[src/rtl/mini_cpu_config.svh]
`ifndef MINI_CPU_CONFIG_SVH
`define MINI_CPU_CONFIG_SVH

// Register and memory data width
`define MINI_CPU_DATA_BITS 8

// Byte address and program counter width
`define MINI_CPU_ADDR_BITS 16

// Register count, a 4-bit index in the instruction word
`define MINI_CPU_REG_COUNT 16

// First fetch address after reset
`define MINI_CPU_RESET_PC 16'h0000

`endif

[src/rtl/mini_cpu_pkg.sv]
`include "mini_cpu_config.svh"

package mini_cpu_pkg;

    typedef logic [`MINI_CPU_DATA_BITS-1:0] data_t;
    typedef logic [`MINI_CPU_ADDR_BITS-1:0] addr_t;
    typedef logic [$clog2(`MINI_CPU_REG_COUNT)-1:0] reg_idx_t;

    // Instruction bits 15:12, codes 1 and 9 to 14 run as nop
    typedef enum logic [3:0] {
        OP_MOVI   = 4'd0,
        OP_LOAD   = 4'd2,
        OP_STORE  = 4'd3,
        OP_ADD_RR = 4'd4,
        OP_ADD_RI = 4'd5,
        OP_SUB_RR = 4'd6,
        OP_SUB_RI = 4'd7,
        OP_JNZ    = 4'd8,
        OP_NOP    = 4'd15
    } opcode_e;

    typedef enum logic [1:0] {
        FETCH_HI,
        FETCH_LO,
        DECODE,
        EXECUTE
    } exec_state_e;

    typedef enum logic {
        ADDR_PC,
        ADDR_DATA
    } addr_sel_e;

    typedef enum logic [1:0] {
        WB_ALU,
        WB_IMM,
        WB_MEM
    } wb_sel_e;

    typedef struct packed {
        logic      ir_hi_we;
        logic      ir_lo_we;
        addr_sel_e addr_sel;
        logic      reg_we;
        wb_sel_e   wb_sel;
        logic      alu_b_imm;
        logic      alu_sub;
        logic      flags_we;
        logic      mem_rd;
        logic      mem_wr;
    } ctrl_t;

    typedef struct packed {
        logic  rd_en;
        logic  wr_en;
        addr_t addr;
        data_t wr_data;
    } mem_req_t;

endpackage

[src/rtl/alu.sv]
`timescale 1ns/1ps

`include "mini_cpu_config.svh"

module alu import mini_cpu_pkg::*; (
    input  logic  clk,
    input  logic  reset_n,
    input  data_t a,
    input  data_t b,
    input  logic  sub,
    input  logic  flags_we,
    output data_t result,
    output logic  carry,
    output logic  zero
);

    data_t                       b_eff;
    logic [`MINI_CPU_DATA_BITS:0] sum;

    // Subtract is a + ~b + 1, the carry-in doubles as the +1
    assign b_eff  = sub ? ~b : b;
    assign sum    = {1'b0, a} + {1'b0, b_eff} + {{`MINI_CPU_DATA_BITS{1'b0}}, sub};
    assign result = sum[`MINI_CPU_DATA_BITS-1:0];

    always_ff @(posedge clk) begin
        if (!reset_n) begin
            carry <= 1'b0;
            zero  <= 1'b0;
        end else if (flags_we) begin
            carry <= sum[`MINI_CPU_DATA_BITS];
            zero  <= (result == '0);
        end
    end

endmodule

[src/rtl/datapath.sv]
`timescale 1ns/1ps

`include "mini_cpu_config.svh"

module datapath import mini_cpu_pkg::*; (
    input  logic     clk,
    input  logic     reset_n,

    input  ctrl_t    ctrl,
    input  addr_t    pc,

    input  data_t    mem_rd_data,
    output mem_req_t mem_req,

    output opcode_e  opcode,
    output data_t    jump_target,

    output reg_idx_t rd0_addr,
    output reg_idx_t rd1_addr,
    output reg_idx_t wr_addr,
    input  data_t    rd0_data,
    input  data_t    rd1_data,
    output data_t    wr_data,

    output data_t    alu_a,
    output data_t    alu_b,
    input  data_t    alu_result
);

    logic [2*`MINI_CPU_DATA_BITS-1:0] ir;
    data_t                            imm8;
    data_t                            data_lo;
    logic                             rr_form;

    // Instruction register, one byte per fetch cycle
    always_ff @(posedge clk) begin
        if (!reset_n) begin
            ir <= {OP_NOP, 12'h000};
        end else begin
            if (ctrl.ir_hi_we) begin
                ir[2*`MINI_CPU_DATA_BITS-1:`MINI_CPU_DATA_BITS] <= mem_rd_data;
            end
            if (ctrl.ir_lo_we) begin
                ir[`MINI_CPU_DATA_BITS-1:0] <= mem_rd_data;
            end
        end
    end

    assign opcode      = opcode_e'(ir[15:12]);
    assign imm8        = ir[`MINI_CPU_DATA_BITS-1:0];
    assign jump_target = imm8;

    assign rr_form = (opcode == OP_ADD_RR) || (opcode == OP_SUB_RR);

    // Register indices
    assign rd0_addr = rr_form ? ir[7:4] : ir[11:8];
    assign rd1_addr = (ctrl.addr_sel == ADDR_DATA) ? reg_idx_t'(0) : ir[3:0];
    assign wr_addr  = ir[11:8];

    assign alu_a = rd0_data;
    assign alu_b = ctrl.alu_b_imm ? imm8 : rd1_data;

    always_comb begin
        case (ctrl.wb_sel)
            WB_IMM:  wr_data = imm8;
            WB_MEM:  wr_data = mem_rd_data;
            default: wr_data = alu_result;
        endcase
    end

    // The load address goes out in DECODE while the low byte is still on the bus
    assign data_lo = ctrl.ir_lo_we ? mem_rd_data : imm8;

    always_comb begin
        mem_req.rd_en   = ctrl.mem_rd;
        mem_req.wr_en   = ctrl.mem_wr;
        mem_req.wr_data = rd0_data;
        if (ctrl.addr_sel == ADDR_DATA) begin
            mem_req.addr = {rd1_data, data_lo};
        end else begin
            // Second instruction byte in FETCH_LO
            mem_req.addr = pc + addr_t'(ctrl.ir_hi_we);
        end
    end

endmodule

[src/rtl/mini_cpu_top.sv]
`timescale 1ns/1ps

`include "mini_cpu_config.svh"

module mini_cpu_top import mini_cpu_pkg::*; (
    input  logic     clk,
    input  logic     reset_n,
    output mem_req_t mem_req,
    input  data_t    mem_rd_data
);

    ctrl_t    ctrl;
    addr_t    pc;
    opcode_e  opcode;
    data_t    jump_target;
    logic     zero;
    reg_idx_t rd0_addr;
    reg_idx_t rd1_addr;
    reg_idx_t wr_addr;
    data_t    rd0_data;
    data_t    rd1_data;
    data_t    wr_data;
    data_t    alu_a;
    data_t    alu_b;
    data_t    alu_result;

    sequencer u_sequencer (
        .clk         (clk),
        .reset_n     (reset_n),
        .opcode      (opcode),
        .jump_target (jump_target),
        .zero        (zero),
        .ctrl        (ctrl),
        .pc          (pc)
    );

    datapath u_datapath (
        .clk         (clk),
        .reset_n     (reset_n),
        .ctrl        (ctrl),
        .pc          (pc),
        .mem_rd_data (mem_rd_data),
        .mem_req     (mem_req),
        .opcode      (opcode),
        .jump_target (jump_target),
        .rd0_addr    (rd0_addr),
        .rd1_addr    (rd1_addr),
        .wr_addr     (wr_addr),
        .rd0_data    (rd0_data),
        .rd1_data    (rd1_data),
        .wr_data     (wr_data),
        .alu_a       (alu_a),
        .alu_b       (alu_b),
        .alu_result  (alu_result)
    );

    register_file u_register_file (
        .clk      (clk),
        .reset_n  (reset_n),
        .rd0_addr (rd0_addr),
        .rd1_addr (rd1_addr),
        .rd0_data (rd0_data),
        .rd1_data (rd1_data),
        .we       (ctrl.reg_we),
        .wr_addr  (wr_addr),
        .wr_data  (wr_data)
    );

    // No instruction reads carry yet
    alu u_alu (
        .clk      (clk),
        .reset_n  (reset_n),
        .a        (alu_a),
        .b        (alu_b),
        .sub      (ctrl.alu_sub),
        .flags_we (ctrl.flags_we),
        .result   (alu_result),
        .carry    (),
        .zero     (zero)
    );

endmodule

[src/rtl/register_file.sv]
`timescale 1ns/1ps

`include "mini_cpu_config.svh"

module register_file import mini_cpu_pkg::*; (
    input  logic     clk,
    input  logic     reset_n,
    input  reg_idx_t rd0_addr,
    input  reg_idx_t rd1_addr,
    output data_t    rd0_data,
    output data_t    rd1_data,
    input  logic     we,
    input  reg_idx_t wr_addr,
    input  data_t    wr_data
);

    data_t regs [`MINI_CPU_REG_COUNT];

    assign rd0_data = regs[rd0_addr];
    assign rd1_data = regs[rd1_addr];

    always_ff @(posedge clk) begin
        if (!reset_n) begin
            for (int i = 0; i < `MINI_CPU_REG_COUNT; i++) begin
                regs[i] <= '0;
            end
        end else if (we) begin
            regs[wr_addr] <= wr_data;
        end
    end

endmodule

[src/rtl/sequencer.sv]
`timescale 1ns/1ps

`include "mini_cpu_config.svh"

module sequencer import mini_cpu_pkg::*; (
    input  logic    clk,
    input  logic    reset_n,
    input  opcode_e opcode,
    input  data_t   jump_target,
    input  logic    zero,
    output ctrl_t   ctrl,
    output addr_t   pc
);

    exec_state_e state;
    exec_state_e state_next;
    logic        boot;
    addr_t       pc_next;

    // Idle EXECUTE slot right after reset
    always_ff @(posedge clk) begin
        if (!reset_n) begin
            boot <= 1'b1;
        end else begin
            boot <= 1'b0;
        end
    end

    always_comb begin
        case (state)
            FETCH_HI: state_next = FETCH_LO;
            FETCH_LO: state_next = DECODE;
            DECODE:   state_next = EXECUTE;
            default:  state_next = FETCH_HI;
        endcase
    end

    always_ff @(posedge clk) begin
        if (!reset_n) begin
            state <= EXECUTE;
        end else begin
            state <= state_next;
        end
    end

    // Branch rule, zero flag is the one left by the last arithmetic op
    assign pc_next = (opcode == OP_JNZ && !zero) ? addr_t'(jump_target)
                                                 : pc + addr_t'(2);

    always_ff @(posedge clk) begin
        if (!reset_n) begin
            pc <= `MINI_CPU_RESET_PC;
        end else if (state == EXECUTE && !boot) begin
            pc <= pc_next;
        end
    end

    always_comb begin
        ctrl = '0;
        case (state)
            FETCH_HI: begin
                ctrl.mem_rd = 1'b1;
            end
            FETCH_LO: begin
                ctrl.ir_hi_we = 1'b1;
                ctrl.mem_rd   = 1'b1;
            end
            DECODE: begin
                ctrl.ir_lo_we = 1'b1;
                if (opcode == OP_LOAD) begin
                    ctrl.mem_rd   = 1'b1;
                    ctrl.addr_sel = ADDR_DATA;
                end
            end
            EXECUTE: begin
                case (opcode)
                    OP_MOVI: begin
                        ctrl.reg_we = 1'b1;
                        ctrl.wb_sel = WB_IMM;
                    end
                    OP_LOAD: begin
                        ctrl.reg_we = 1'b1;
                        ctrl.wb_sel = WB_MEM;
                    end
                    OP_STORE: begin
                        ctrl.mem_wr   = 1'b1;
                        ctrl.addr_sel = ADDR_DATA;
                    end
                    OP_ADD_RR, OP_ADD_RI, OP_SUB_RR, OP_SUB_RI: begin
                        ctrl.reg_we    = 1'b1;
                        ctrl.wb_sel    = WB_ALU;
                        ctrl.flags_we  = 1'b1;
                        ctrl.alu_b_imm = (opcode == OP_ADD_RI) || (opcode == OP_SUB_RI);
                        ctrl.alu_sub   = (opcode == OP_SUB_RR) || (opcode == OP_SUB_RI);
                    end
                    // jnz only moves the pc, everything else is a nop
                    default: begin
                    end
                endcase
            end
            default: begin
            end
        endcase
    end

endmodule

[config.mk]
export PLATFORM = sky130hd
export DESIGN_NAME = mini_cpu_top
export DESIGN_NICKNAME = d
export VERILOG_FILES = /design/src/rtl/mini_cpu_pkg.sv /design/src/rtl/alu.sv /design/src/rtl/datapath.sv /design/src/rtl/mini_cpu_top.sv /design/src/rtl/register_file.sv /design/src/rtl/sequencer.sv
export VERILOG_INCLUDE_DIRS = /design/src /design/src/rtl
export SDC_FILE = /design/constraint.sdc
export NUM_CORES = 1
export LEC_CHECK = 0
export ABC_AREA = 1
export BUFFER_PORTS_ARGS = -buffer_cell sky130_fd_sc_hd__buf_2
export CAP_MARGIN = 5
export CORE_UTILIZATION = 50
export CTS_CLUSTER_DIAMETER = 50
export CTS_CLUSTER_SIZE = 8
export DETAILED_ROUTE_END_ITERATION = 7
export HOLD_SLACK_MARGIN = 0.05
export PLACE_DENSITY = 0.64
export SLEW_MARGIN = 20
export SYNTH_ARGS = -nofsm -noshare
export SYNTH_HDL_FRONTEND = slang
export SYNTH_SLANG_ARGS = --single-unit
[constraint.sdc]
create_clock -name clk -period 5.2 [get_ports clk]
set_input_delay 0.52 -clock clk [delete_from_list [all_inputs] [get_ports clk]]
set_output_delay 0.52 -clock clk [all_outputs]
set_load 0.005 [all_outputs]
==> metrics.txt <==
status=finished, final reports clean; first-pass GRT wire length=49,100 um; ys flop type=edfxtp_1; drt pass-1 iters=6; CTS H-Tree Depth=4; Post-synth EDFFs=128; worst IR drop on VDD=503 uV; I/O pin count=36; Hold Crit Start=mem_rd_data[7]; initial antenna violation count=0; hold path cells=3; drt total wl=32,800 um; post-layout worst setup margin=around 430 ps; Post-route DRC=0; class of the worst hold path=in -> reg; hold buffer count at cts=0; max cap viols=0; CP Launch Type=flip-flop; DPL Wire Length=23,400 um; mean area per synthesized cell=8.29 sq um; Final Max Slew Viols=0; RR Endpoint=u_register_file.regs[1][6]; port bufs=35; vias per cell=6.09; largest area contributor in the netlist=edfxtp_1; post-synth top area share=38.8%; final setup violation count=0; Core Footprint=between 0.015 and 0.02 sq mm; clk_skew=12.9 ps; Max clock buf depth=2; DR WL/cell=22.0 um; sequential fraction of the synthesis area=between 40% and 50%; Arr. time, crit path=4950 ps; flops & latches, synth=164; kind of end point of the critical path=flip-flop; worst hold margin=a little under 300 ps; hold-critical path endpoint=u_datapath.ir[15]; vias in the first global route=~8.2k; Post-Synthesis Cells=1,195; dpl ws=284 ps; drt initial violations=~1.1k; GR Util All Layers=33.3%; final hold vios=0; total clock buffers created by CTS=17; worst setup path startpoint=u_sequencer.state[0]; die height=143 um; clk sinks=between 150 and 200; effective utilization at floorplan=a little over 50%; clock slew at reported path FFs=approximately 80 ps; grt ovf=0; layout cell share with drive strength beyond 1=12.6%; P_leak=around 4.2 nW; RSZ-0062 raised after global routing=false; Final Critical Period=4770 ps; Clk Latency, worst-skew pair=450 ps; Core Util, Final=56.3%; relative slew slack=around a quarter; period utilization=91.7%; ranking of synthesized cells by area=edfxtp_1, nand2_1, dfxtp_1; Critical R2R Launch=u_sequencer.state[0]; largest net degree at the start of global routing=79; Peak Freq=210 MHz; RD Place Congestion=just under 1; most frequent cells after synthesis=nand2_1, nor2_1, edfxtp_1; ys async rst share=0%; R2R cell count=22; pwr dens=469 mW/mm^2; Netlist cell types=48; DIE AREA=a little over 0.02 sq mm; n_diodes=0; vias=9,085; Crit Path Max Fanout=23; syn nets=between 1k and 1.5k; most used standard cell by instance count after synthesis=nand2_1; reg2reg setup slack=430 ps; chip width=about 140 um; nets=between 1k and 1.5k; Critical Path RT=roughly 5400 ps; Post-Syn Area=approximately 0.0099 sq mm; TritonCTS clock tree=built; WS Path Type=reg -> reg; yosys warns=0; setup TNS=0 ps; ANT nets after route=0; Slew @ Worst Pin=1140 ps; Area Growth Syn to Fin=10.6%; clk root buf=clkbuf_16; Placement Rows=51
[per-stage QoR]
stage | cells | total power, mW | area (sq um)
floorplan | 1195 | 2.96 | 9910
global placement | 1457 | 3.74 | 10300
detailed placement | 1457 | 3.74 | 10300
CTS | 1489 | 5.05 | 10900
global route | 1492 | 5.33 | 11000
finish | 1492 | 5.14 | 11000
[cells in the final DEF, fill, tap and decap left out, types with 18 or more instances in the layout]
master | netlist | routed
nand2_1 | 225 | 225
buf_4 | 3 | 27
edfxtp_1 | 128 | 128
nand3_1 | 93 | 93
buf_2 | 18 | 35
a221oi_1 | 26 | 26
o211ai_1 | 18 | 18
o21ai_0 | 94 | 94
inv_1 | 94 | 94
a21oi_1 | 39 | 39
o221ai_1 | 18 | 18
xor2_1 | 19 | 19
nor2_1 | 190 | 190
dfxtp_1 | 36 | 36
[final cells by class]
class,count,area [sq um]
clock buffer,17,425
multi-input combinational,865,4650
tap,265,332
inverter,102,385
clock inverter,15,188
timing repair buffer,64,418
sequential,164,4560
fill,1790,8500
[per-layer routing]
layer  track usage (%)  wire length [um]  part of all wire [%]
met1              46.2             14100                    43
met2              50.4             14400                    44
met3              5.97              2910                   8.9
met4              15.7              1480                   4.5
met5                 0                 0                     0
[where the power goes]
group	total [mW]	internal [mW]	switching, mW
Combinational	2.28	0.558	1.73
Sequential	1.54	1.47	0.0636
Clock	1.32	0.693	0.630
Total	5.14	2.72	2.42
[logic make-up after synthesis]
logic type      after synthesis  synth area share [%]
fa+ha+maj                    17                  2.22
compound gates              252                  16.6
xor+xnor                     24                  2.12
mux                           1                 0.101
simple gates                571                  25.7
buf+inv                     166                  7.17
flops                       164                  46.1
[critical path: stages, from the launching register on]
cell	delay (ps)
dfxtp_1	390
ha_1	240
nand2_1	90
inv_1	100
nand3_4	170
nand3_4	310
buf_4	330
a221oi_1	110
o311ai_0	540
nand2_1	100
nand2_1	80
o21ai_1	120
xor2_1	200
fa_1	460
o21ai_0	310
a21oi_1	110
nor2_1	100
nor2_1	50
xor2_1	170
nand2_1	70
o21ai_1	90
buf_4	270
nor2_1	70
[state kept, by name (all words and copies together) (netlist names)]
name and count:
u_sequencer.pc 16, u_sequencer.boot 1, u_register_file.regs 128, u_sequencer.state 2, u_alu.zero 1, u_datapath.ir 16
[repair_timing]
action	4_1_cts	5_1_grt
resized for setup	0	4
setup endpoints to repair	0	34
endpoints found under the hold margin	0	0
setup buffers	0	3
[worst max path at each step]
| stage | endpoint |
|---|---|
| floorplan | u_register_file.regs[0][6] |
| global placement | u_register_file.regs[7][6] |
| detailed placement | u_register_file.regs[13][6] |
| CTS | u_register_file.regs[13][6] |
| global route | u_register_file.regs[2][6] |
| finish | u_register_file.regs[1][6] |
Power figures use the tool's default switching activity.
